[src/design/gfx_isa_pkg.sv]
package gfx_isa_pkg;

	localparam int lanes = 4;
	localparam int lane_w = 16;
	localparam int vreg_idx_w = 3;
	localparam int lane_sel_w = $clog2(lanes); // Swizzle source lane index.

	typedef logic [31:0] insn_word;
	typedef logic [lanes-1:0][lane_w-1:0] vector;

	typedef enum logic [2:0] {
		op_select = 3'd0,
		op_swizzl = 3'd1,
		op_broadc = 3'd2,
		op_matvec = 3'd3,
		op_send   = 3'd4,
		op_recv   = 3'd5
	} opcode_e;

	// Field positions in the instruction word
	localparam int op_hi = 31;
	localparam int op_lo = 29;

	localparam int dst_hi = 28;
	localparam int dst_lo = 26;

	localparam int src_a_hi = 25;
	localparam int src_a_lo = 23;

	localparam int src_b_hi = 22;
	localparam int src_b_lo = 20;

	localparam int select_mask_hi = 19; // One bit per lane.
	localparam int select_mask_lo = 16;

	localparam int broadc_imm_hi = 15;
	localparam int broadc_imm_lo = 0;

	localparam int swizzl_lanes_hi = 7; // Lane 0 selector in the low bits.
	localparam int swizzl_lanes_lo = 0;

endpackage

[src/design/gfx_sp_pkg.sv]
package gfx_sp_pkg;

	import gfx_isa_pkg::*;

	localparam int nregs = 8;

	typedef struct packed {
		logic stream;
		logic shuffler;
	} ex_unit_t;

	typedef struct packed {
		logic                        is_imm;
		logic                        is_swizzle;
		logic [lane_w-1:0]           imm;
		logic [lanes-1:0]            select_mask;
		logic [lanes*lane_sel_w-1:0] swizzle_op;
	} shuffler_t;

	typedef struct packed {
		logic                  writeback;
		logic                  read_src_a;
		logic                  read_src_b;
		ex_unit_t              ex;
		shuffler_t             shuffler;
		logic [vreg_idx_w-1:0] dst;
		logic [vreg_idx_w-1:0] src_a;
		logic [vreg_idx_w-1:0] src_b;
		logic                  clear_lanes;
		logic                  illegal;
	} insn_deco;

	// Operand stage output, decoded insn plus source values.
	typedef struct packed {
		insn_deco deco;
		vector    val_a;
		vector    val_b;
	} operand_t;

endpackage

[src/design/gfx_regfile_if.sv]
`timescale 1ns/1ps

interface gfx_regfile_if
	import gfx_isa_pkg::*;
();

	logic [vreg_idx_w-1:0] rd_idx_a;
	logic [vreg_idx_w-1:0] rd_idx_b;
	vector                 rd_data_a;
	vector                 rd_data_b;

	logic                  wr_en;
	logic [vreg_idx_w-1:0] wr_idx;
	vector                 wr_data;

	modport file (
		input  rd_idx_a, rd_idx_b, wr_en, wr_idx, wr_data,
		output rd_data_a, rd_data_b
	);

	// Reader also watches writes to retire pending bits.
	modport reader (
		output rd_idx_a, rd_idx_b,
		input  rd_data_a, rd_data_b, wr_en, wr_idx
	);

	modport writer (
		output wr_en, wr_idx, wr_data
	);

endinterface

[src/design/gfx_skid_buf.sv]
`timescale 1ns/1ps

module gfx_skid_buf #(
	parameter type T = logic
) (
	input  logic clk,
	input  logic arst_n,

	input  T     in,
	input  logic in_valid,
	output logic in_ready,

	output T     out,
	output logic out_valid,
	input  logic out_ready
);

	T     main_q, skid_q;
	logic main_valid, skid_valid;
	logic advance;

	assign advance = out_ready || !main_valid; // Main slot frees up this cycle.

	assign in_ready = !skid_valid;
	assign out = main_q;
	assign out_valid = main_valid;

	always_ff @(posedge clk or negedge arst_n) begin
		if (!arst_n) begin
			main_valid <= 1'b0;
			skid_valid <= 1'b0;
		end else if (advance) begin
			main_valid <= skid_valid || in_valid;
			skid_valid <= 1'b0;
		end else if (in_valid && in_ready) begin
			skid_valid <= 1'b1; // Main is stalled, park the new item.
		end
	end

	always_ff @(posedge clk) begin
		if (advance)
			main_q <= skid_valid ? skid_q : in;
		else if (in_valid && in_ready)
			skid_q <= in;
	end

	assert property (@(posedge clk) disable iff (!arst_n)
		out_valid && !out_ready |=> out_valid && $stable(out));

endmodule

[src/design/gfx_sp_decode.sv]
`timescale 1ns/1ps

module gfx_sp_decode
	import gfx_isa_pkg::*;
	import gfx_sp_pkg::*;
(
	input  logic     clk,
	input  logic     arst_n,

	input  logic     clear_lanes,
	input  insn_word insn,
	input  logic     insn_valid,
	output logic     insn_ready,

	output insn_deco deco,
	output logic     deco_valid,
	input  logic     deco_ready
);

	opcode_e  op;
	insn_deco deco_in;

	assign op = opcode_e'(insn[op_hi:op_lo]);

	always_comb begin
		deco_in.writeback = 1'b0;
		deco_in.read_src_a = 1'b0;
		deco_in.read_src_b = 1'b0;
		deco_in.ex.stream = 1'b0;
		deco_in.ex.shuffler = 1'b0;
		deco_in.shuffler.is_imm = 1'b0;
		deco_in.shuffler.is_swizzle = 1'b0;
		deco_in.illegal = 1'b0;

		case (op)
			op_select: begin
				deco_in.writeback = 1'b1;
				deco_in.read_src_a = 1'b1;
				deco_in.read_src_b = 1'b1;
				deco_in.ex.shuffler = 1'b1;
			end
			op_swizzl: begin
				deco_in.writeback = 1'b1;
				deco_in.read_src_a = 1'b1;
				deco_in.ex.shuffler = 1'b1;
				deco_in.shuffler.is_swizzle = 1'b1;
			end
			op_broadc: begin
				deco_in.writeback = 1'b1;
				deco_in.ex.shuffler = 1'b1;
				deco_in.shuffler.is_imm = 1'b1;
			end
			op_send: begin
				deco_in.read_src_a = 1'b1; // Vector goes out as is.
				deco_in.ex.stream = 1'b1;
			end
			op_recv: begin
				deco_in.writeback = 1'b1;
				deco_in.ex.stream = 1'b1;
			end
			op_matvec: deco_in.illegal = 1'b1; // No combiner in this core.
			default:   deco_in.illegal = 1'b1;
		endcase

		deco_in.dst = insn[dst_hi:dst_lo];
		deco_in.src_a = insn[src_a_hi:src_a_lo];
		deco_in.src_b = insn[src_b_hi:src_b_lo];
		deco_in.clear_lanes = clear_lanes;

		deco_in.shuffler.imm = insn[broadc_imm_hi:broadc_imm_lo];
		deco_in.shuffler.select_mask = insn[select_mask_hi:select_mask_lo];
		deco_in.shuffler.swizzle_op = insn[swizzl_lanes_hi:swizzl_lanes_lo];
	end

	gfx_skid_buf #(.T(insn_deco)) u_skid (
		.clk       (clk),
		.arst_n    (arst_n),
		.in        (deco_in),
		.in_valid  (insn_valid),
		.in_ready  (insn_ready),
		.out       (deco),
		.out_valid (deco_valid),
		.out_ready (deco_ready)
	);

endmodule

[src/design/gfx_sp_regs.sv]
`timescale 1ns/1ps

module gfx_sp_regs
	import gfx_sp_pkg::*;
(
	input  logic          clk,
	input  logic          arst_n,

	input  insn_deco      deco,
	input  logic          deco_valid,
	output logic          deco_ready,

	gfx_regfile_if.reader rf,

	output operand_t      opnd,
	output logic          opnd_valid,
	input  logic          opnd_ready
);

	logic [nregs-1:0] pending; // Registers with a write in flight.
	logic             stall;
	logic             skid_ready;
	logic             accept;
	operand_t         opnd_in;

	assign rf.rd_idx_a = deco.src_a;
	assign rf.rd_idx_b = deco.src_b;

	// Hold on RAW and WAW hazards.
	assign stall = (deco.read_src_a && pending[deco.src_a])
		|| (deco.read_src_b && pending[deco.src_b])
		|| (deco.writeback && pending[deco.dst]);

	assign deco_ready = skid_ready && !stall;
	assign accept = deco_valid && deco_ready;

	always_ff @(posedge clk or negedge arst_n) begin
		if (!arst_n) begin
			pending <= '0;
		end else begin
			if (rf.wr_en)
				pending[rf.wr_idx] <= 1'b0;
			if (accept && deco.writeback)
				pending[deco.dst] <= 1'b1; // Never the index being retired.
		end
	end

	always_comb begin
		opnd_in.deco = deco;
		opnd_in.val_a = rf.rd_data_a;
		opnd_in.val_b = rf.rd_data_b;
	end

	gfx_skid_buf #(.T(operand_t)) u_skid (
		.clk       (clk),
		.arst_n    (arst_n),
		.in        (opnd_in),
		.in_valid  (deco_valid && !stall),
		.in_ready  (skid_ready),
		.out       (opnd),
		.out_valid (opnd_valid),
		.out_ready (opnd_ready)
	);

	// Exec only writes what this stage marked.
	assert property (@(posedge clk) disable iff (!arst_n)
		rf.wr_en |-> pending[rf.wr_idx]);

endmodule

[src/design/gfx_regfile.sv]
`timescale 1ns/1ps

module gfx_regfile
	import gfx_isa_pkg::*;
	import gfx_sp_pkg::*;
(
	input  logic        clk,
	input  logic        arst_n,

	gfx_regfile_if.file rf
);

	vector regs [nregs];

	// Old value on a same-cycle read and write.
	assign rf.rd_data_a = regs[rf.rd_idx_a];
	assign rf.rd_data_b = regs[rf.rd_idx_b];

	always_ff @(posedge clk or negedge arst_n) begin
		if (!arst_n) begin
			regs <= '{default: '0};
		end else if (rf.wr_en) begin
			regs[rf.wr_idx] <= rf.wr_data;
		end
	end

endmodule

[src/design/gfx_sp_exec.sv]
`timescale 1ns/1ps

module gfx_sp_exec
	import gfx_isa_pkg::*;
	import gfx_sp_pkg::*;
(
	input  logic          clk,
	input  logic          arst_n,

	input  operand_t      opnd,
	input  logic          opnd_valid,
	output logic          opnd_ready,

	gfx_regfile_if.writer rf,

	output vector         send_data,
	output logic          send_valid,
	input  logic          send_ready,

	input  vector         recv_data,
	input  logic          recv_valid,
	output logic          recv_ready
);

	insn_deco d;
	logic     is_send, is_recv;
	logic     done;
	vector    shuf_res;
	vector    raw_res;
	vector    wb_data;

	assign d = opnd.deco;

	// Stream insns are told apart by writeback.
	assign is_send = d.ex.stream && !d.writeback;
	assign is_recv = d.ex.stream && d.writeback;

	always_comb begin
		for (int i = 0; i < lanes; i++) begin
			if (d.shuffler.is_imm)
				shuf_res[i] = d.shuffler.imm;
			else if (d.shuffler.is_swizzle)
				shuf_res[i] = opnd.val_a[d.shuffler.swizzle_op[i*lane_sel_w +: lane_sel_w]];
			else
				shuf_res[i] = d.shuffler.select_mask[i] ? opnd.val_a[i] : opnd.val_b[i];
		end
	end

	assign raw_res = is_recv ? recv_data : shuf_res;

	always_comb begin
		for (int i = 0; i < lanes; i++)
			wb_data[i] = (d.clear_lanes && !d.shuffler.select_mask[i]) ? '0 : raw_res[i];
	end

	assign send_data = opnd.val_a;
	assign send_valid = opnd_valid && is_send;
	assign recv_ready = opnd_valid && is_recv;

	always_comb begin
		if (is_send)
			done = send_ready;
		else if (is_recv)
			done = recv_valid;
		else
			done = 1'b1; // Shuffler and illegal retire at once.
	end

	assign opnd_ready = done;

	assign rf.wr_en = opnd_valid && done && d.writeback;
	assign rf.wr_idx = d.dst;
	assign rf.wr_data = wb_data;

	// Decode must pick exactly one unit.
	assert property (@(posedge clk) disable iff (!arst_n)
		opnd_valid && !d.illegal |-> $onehot({d.ex.stream, d.ex.shuffler}));

endmodule

[src/design/gfx_sp_core.sv]
`timescale 1ns/1ps

module gfx_sp_core
	import gfx_isa_pkg::*;
	import gfx_sp_pkg::*;
(
	input  logic     clk,
	input  logic     arst_n,

	input  logic     clear_lanes,
	input  insn_word insn,
	input  logic     insn_valid,
	output logic     insn_ready,

	output vector    send_data,
	output logic     send_valid,
	input  logic     send_ready,

	input  vector    recv_data,
	input  logic     recv_valid,
	output logic     recv_ready
);

	insn_deco deco;
	logic     deco_valid, deco_ready;
	operand_t opnd;
	logic     opnd_valid, opnd_ready;

	gfx_regfile_if rf_if();

	gfx_sp_decode u_decode (
		.clk         (clk),
		.arst_n      (arst_n),
		.clear_lanes (clear_lanes),
		.insn        (insn),
		.insn_valid  (insn_valid),
		.insn_ready  (insn_ready),
		.deco        (deco),
		.deco_valid  (deco_valid),
		.deco_ready  (deco_ready)
	);

	gfx_sp_regs u_regs (
		.clk        (clk),
		.arst_n     (arst_n),
		.deco       (deco),
		.deco_valid (deco_valid),
		.deco_ready (deco_ready),
		.rf         (rf_if.reader),
		.opnd       (opnd),
		.opnd_valid (opnd_valid),
		.opnd_ready (opnd_ready)
	);

	gfx_regfile u_regfile (
		.clk    (clk),
		.arst_n (arst_n),
		.rf     (rf_if.file)
	);

	gfx_sp_exec u_exec (
		.clk        (clk),
		.arst_n     (arst_n),
		.opnd       (opnd),
		.opnd_valid (opnd_valid),
		.opnd_ready (opnd_ready),
		.rf         (rf_if.writer),
		.send_data  (send_data),
		.send_valid (send_valid),
		.send_ready (send_ready),
		.recv_data  (recv_data),
		.recv_valid (recv_valid),
		.recv_ready (recv_ready)
	);

endmodule

[config.mk]
export PLATFORM = sky130hd
export DESIGN_NAME = gfx_sp_core
export DESIGN_NICKNAME = d
export VERILOG_FILES = /design/src/design/gfx_isa_pkg.sv /design/src/design/gfx_sp_pkg.sv /design/src/design/gfx_regfile_if.sv /design/src/design/gfx_skid_buf.sv /design/src/design/gfx_sp_decode.sv /design/src/design/gfx_sp_regs.sv /design/src/design/gfx_regfile.sv /design/src/design/gfx_sp_exec.sv /design/src/design/gfx_sp_core.sv
export SDC_FILE = /design/constraint.sdc
export NUM_CORES = 2
export LEC_CHECK = 0
export BUFFER_PORTS_ARGS = -buffer_cell sky130_fd_sc_hd__buf_2
export CORE_AREA = 4 4 267 269
export DETAILED_ROUTE_END_ITERATION = 16
export DIE_AREA = 0 0 271 273
export PLACE_DENSITY = 0.85
export SLEW_MARGIN = 25
export SYNTH_ARGS = -nofsm -noshare
export SYNTH_HDL_FRONTEND = slang
export SYNTH_SLANG_ARGS = --single-unit
[constraint.sdc]
create_clock -name clk -period 42.1 [get_ports clk]
set_clock_uncertainty 0.2 [all_clocks]
set_input_delay 8.42 -clock clk [delete_from_list [all_inputs] [get_ports clk]]
set_output_delay 8.42 -clock clk [all_outputs]
set_load 0.01 [all_outputs]
# Yosys cells after proc, flatten, opt, wreduce, memory -nomap -nowiden

Index checks and enable logic that the tools add are counted.

Add/subtract/negate cells: 0
Multiply operators: 0
Div/mod/pow operators: 0
Magnitude comparators: 14
Eq/ne operators: 4
Shift-type cells: 0
Mux-type cells: 62
Bitwise gates (word level): 8
Reduce and logical (&&, ||, !) cells: 48

Operators with widths:

| operator                                                                            | count |
|---|---|
| 512-bit bitwise mux                                                                 | 1 |
| 64-bit binary-select mux with 3-bit select                                          | 2 |
| 64-bit two-way mux                                                                  | 6 |
| 16-bit two-way mux                                                                  | 20 |
| 64-bit demux with 3-bit select                                                      | 1 |
| 174-bit two-way mux                                                                 | 1 |
| 16-bit binary-select mux with 2-bit select                                          | 4 |
| 46-bit two-way mux                                                                  | 1 |
| 1-bit logical AND                                                                   | 22 |
| 1-bit two-way mux                                                                   | 19 |
| 3-bit by 4-bit < comparator with 1-bit output, second input constant                | 4 |
| 8-bit two-way mux                                                                   | 2 |
| 4-bit greater-or-equal comparator, second input constant                            | 3 |
| 2-bit by 3-bit < comparator with 1-bit output, second input constant                | 4 |
| 3-bit NOT with 4-bit output                                                         | 3 |
| 1-bit zero test                                                                     | 10 |
| 1-bit binary-select mux with 3-bit select                                           | 3 |
| 8-bit bitwise AND                                                                   | 1 |
| 8-bit NOT                                                                           | 1 |
| 8-bit OR                                                                            | 1 |
| 1-bit demux with 3-bit select                                                       | 2 |
| 3-bit == test, second input constant                                                | 2 |
| 3-bit by 1-bit greater-or-equal comparator with 1-bit output, second input constant | 2 |
| 1-bit logical OR                                                                    | 6 |
| 11 further kinds                                                                    | 15 |

Register bits: 954
Latch bits: 0
Memory bits (writable): 0
Memory bits (read-only): 0
Input port bits: 102
Logic and storage cells: 243
Memories kept: 0

# Logic depth before layout (Yosys ltp)

Depth after elaboration: 10
Gate-level depth with buffers: 8

# Hierarchy

Synthesis repeated with hierarchy kept, for this count alone.

Cell total of the unflattened synthesis: 3,030
Area, all modules: 49,423.7 um2

By module, submodules not included:

| module                         | times used | cells an instance | area an instance (um2) |
|---|---|---|---|
| gfx_regfile                    | 1          | 1,541             | 26,619.3 |
| gfx_skid_buf (u_regs.u_skid)   | 1          | 550               | 13,165.1 |
| gfx_sp_exec                    | 1          | 703               | 5,430.2 |
| gfx_skid_buf (u_decode.u_skid) | 1          | 151               | 3,430.8 |
| gfx_sp_regs                    | 1          | 75                | 704.4 |
| gfx_sp_decode                  | 1          | 10                | 73.8 |

# Worst setup path after synthesis

No wires, ideal clock.

Path kind: input port to flip-flop
From: input recv_valid
To: register u_regs.u_skid.skid_q[0] (netlist bit) (enable)
Setup time: 1,054 ps
Arrival: 27,108 ps
Required time: 40,847 ps
Setup slack: 13,739 ps
Stages: 3
Path buffers: 0
Cells stage by stage: mux2i_1 -> nand3_1 -> nor4_1

Word-level cells in the longest chain between the ends: 5

Ends and longest elaborated chain:

| element                              | line               | source |
|---|---|---|
| start, declared                      | gfx_sp_core.sv:20  | `input logic recv_valid,` |
| 1-bit two-way mux                    | gfx_sp_exec.sv:63  | `else if (is_recv)` |
| 1-bit two-way mux                    | gfx_sp_exec.sv:61  | `if (is_send)` |
| 1-bit logical OR                     | gfx_skid_buf.sv:22 | `assign advance = out_ready \|\| !main_valid;` |
| 1-bit NOT (no source line)           | --                 |  |
| 2-bit AND reduction (no source line) | --                 |  |
| end signal, assigned                 | gfx_skid_buf.sv:44 | `skid_q <= in;` |
| end, declared                        | gfx_skid_buf.sv:18 | `T main_q, skid_q;` |

No other way between the ends.
A chain may end at the register's enable or synchronous reset.

# Worst setup path after layout

From: input recv_valid
To: register u_regs.u_skid.skid_q[79] (netlist bit) (enable)

The elaborated chain is that of the path after synthesis.

==> run summary <==
Synth Register Bits = 908
CP max stage cell = buf_4
Die H = 273 um
Seq/Total Area, Yosys = 54.0%
Most frequent cell after synthesis = mux2_2
Max VDD drop = 76.1 uV
I/O Pins = 169
Crit path max-delay family = buffers and inverters
Fmax = 90.3 MHz
Quantity of hold-fixing buffers added after cts = 0
Final setup fails = 0
Syn Std Cell Area = 0.0457 mm^2
DR vias/cell = 7.22
Routed Antenna Nets = 0
Slew HR = 26.5%
Vias in the first global route = 28900
Worst path bufs/invs = 3
Slew Limit Fails = 0
Filler instances = 4030
Mapped Cells = 2756
Post-DP HPWL = 75200 um
MaxCap Viol Count = 0
Outcome = complete, no violations
Hold EP = u_regs.u_skid.skid_q[153]
Post-synth EDFFs = 384
Synth top area cells = dfrtp_1 29%, edfxtp_1 25%, mux2_2 21%, mux4_2 16%, mux2i_1 1.5%
Final period util = 26.3%
DR vias = 27500
DRT iter0 DRCs = 3110
Longest Clk Path Bufs = 3
Multi-input logic area = 0.0197 mm^2
Placeable Area = 0.0686 mm^2
Largest net degree at the start of global routing = 188
GRT Total Usage = 34.2%
CTS clk-pin slew, worst paths = 0.06 ns
Mapped Avg Cell Area = 16.6 um^2
Tmin final = 11.08 ns
Initial core utilization = 66.6%
GRT overflow = 0
Worst Path Max Fanout = 70
Overall routed net length = 126000 um
Hold Path Stages = 0
Final Core Density = 72.8%
Max incr delay on CP = 0.73 ns
Clk_lat worst skew = 0.67 ns
Layout area overhead = 9.32%
GP Congestion = 0.865
Post-CTS Setup Inserts = 0
CP Data Arrival Time = 11.16 ns
CP Data Required Time = 42.18 ns
CTS buffer count = 93
Worst r2r src = u_decode.u_skid.out[7]
Nature of the critical path startpoint = input pin
Nets = 2903
Syn. warnings = 0
Commonest cells post-synth = 864 x mux2_2, 524 x dfrtp_1, 384 x edfxtp_1, 322 x mux4_2, 100 x nor2_1
Hold Violations, Final = 0
Worst reg2reg path endpoint = u_regs.u_skid.skid_q[79]
Syn_nets = 2858
First-pass GRT wire length = 188000 um
Drt pass-1 iters = 5
H-tree levels = 3
Setup repair after global routing missed its margin = no
Crit Path Class = input pin to flop
Top-area cell type share of the netlist area = 28.7%
Die extent in x = 271 um
Min-delay src = u_decode.u_skid.out[25]
R2r setup slk = 36.90 ns
Die area = 0.0740 mm^2
Setup TNS = 0 ns
PD cells = 85.9 mW/mm^2
Leak = 20.7 nW
Drt drc = 0
Largest area contributor in the netlist = dfrtp_1
Worst setup EP type = flop
Initial antenna violation count = 7
Clock root buffer = clkbuf_16
Row count = 96
Worst-Margin Slew = 1.10 ns
Crit-path cells = buf_2 > mux2i_1 > nand3_4 > nor4_2 > buf_6 > buf_4
Avg WL per Cell = 32.9 um
Layout cell share with drive strength beyond 1 = 56.6%
Synth Flop Type = dfrtp_1
Fraction of registers with async set/reset = 57.7%
Post-synthesis cell type count = 40
FF+latch area = 0.0246 mm^2
PostCTS Resize Cnt = 0
Clk sinks = 908
Hold WC Path Type = flop to flop
FF-to-FF path depth = 8
CTS tree = built
I/O Buffers = 168
[registers in the layout (all words and copies together) (netlist names)]
register and cells:
u_regfile.regs 512, u_regs.u_skid.out 156, u_regs.u_skid.skid_q 156, u_decode.u_skid.out 36, u_decode.u_skid.skid_q 36, u_regs.pending 8
u_decode.u_skid.out_valid 1, u_decode.u_skid.skid_valid 1, u_regs.u_skid.out_valid 1, u_regs.u_skid.skid_valid 1
[stage by stage]
| stage | std cells | total power [W] | hold WS, ns | cell area, um^2 | worst slack [ns] |
|---|---|---|---|---|---|
| 6_report | 3815 | 0.00429 | 0.247 | 49900 | 31.02 |
| 5_1_grt | 3812 | 0.00445 | 0.270 | 49900 | 30.86 |
| 3_5_place_dp | 3636 | 0.00343 | 0.237 | 46900 | 30.13 |
| 3_3_place_gp | 3634 | 0.00333 | 0.231 | 46800 | 30.17 |
| 4_1_cts | 3811 | 0.00426 | 0.253 | 49900 | 30.76 |
| 2_1_floorplan | 2756 | 0.00288 | 0.222 | 45700 | 13.74 |
[report_power, final]
part | internal, W | leakage (nW) | switching, W
sequential | 0.00133 | 10.8 | 0.000253
combinational | 0.000910 | 8.44 | 0.000974
clock | 0.000463 | 1.46 | 0.000357
[layer usage]
layer / share of wire, % / routed length (um) / vias to the layer above / global-route usage [%]
li1: - / - / 10900 / -
met5: 0.046 / 58 / - / 0
met2: 47 / 59200 / 1647 / 53.6
met3: 11 / 13700 / 406 / 9.60
met1: 36 / 45600 / 14600 / 45.2
met4: 5.5 / 6890 / 8 / 16.3
[layout make-up]
cell class                      count  share of cell area (%)
Antenna cell                        3                  0.0150
Clock buffer                      124                    5.00
Clock inverter                     51                   0.998
Inverter                           11                  0.0827
Multi-Input combinational cell   1560                    39.4
Sequential cell                   908                    49.4
Tap cell                          931                    2.33
Timing Repair Buffer              227                    2.78
[how the worst max path moves through the flow]
stage,startpoint,end,cells past startpoint
after floorplan,recv_valid,u_regs.u_skid.skid_q[0],3
final,recv_valid,u_regs.u_skid.skid_q[79],6
after detailed placement,recv_valid,u_regs.u_skid.skid_q[120],6
after CTS,recv_valid,u_regs.u_skid.skid_q[79],6
after global placement,recv_valid,u_regs.u_skid.skid_q[28],6
after global routing,recv_valid,u_regs.u_skid.skid_q[15],6
[placed cells by master (no fill, tap or decap), drive strengths merged, types with 6 or more instances in the layout]
cell type,count
a21oi,33
buf,227
bufinv,7
clkbuf,124
clkinv,37
dfrtp,524
edfxtp,384
inv,15
mux2,864
mux2i,70
mux4,322
nand2,44
nand2b,7
nor2,100
nor2b,6
nor3b,6
o221a,60
o2bb2ai,6
[kinds of logic (layout without fill, tap and decap cells)]
kind of cell / after synthesis / count (layout) / synth area share [%]
compound gates: 119 / 119 / 2.29
other cells: 0 / 3 / 0
flops: 908 / 908 / 54.0
simple gates: 185 / 185 / 1.88
buf+inv: 288 / 413 / 3.14
mux: 1256 / 1256 / 38.7
(Power assumes the default switching activity.)
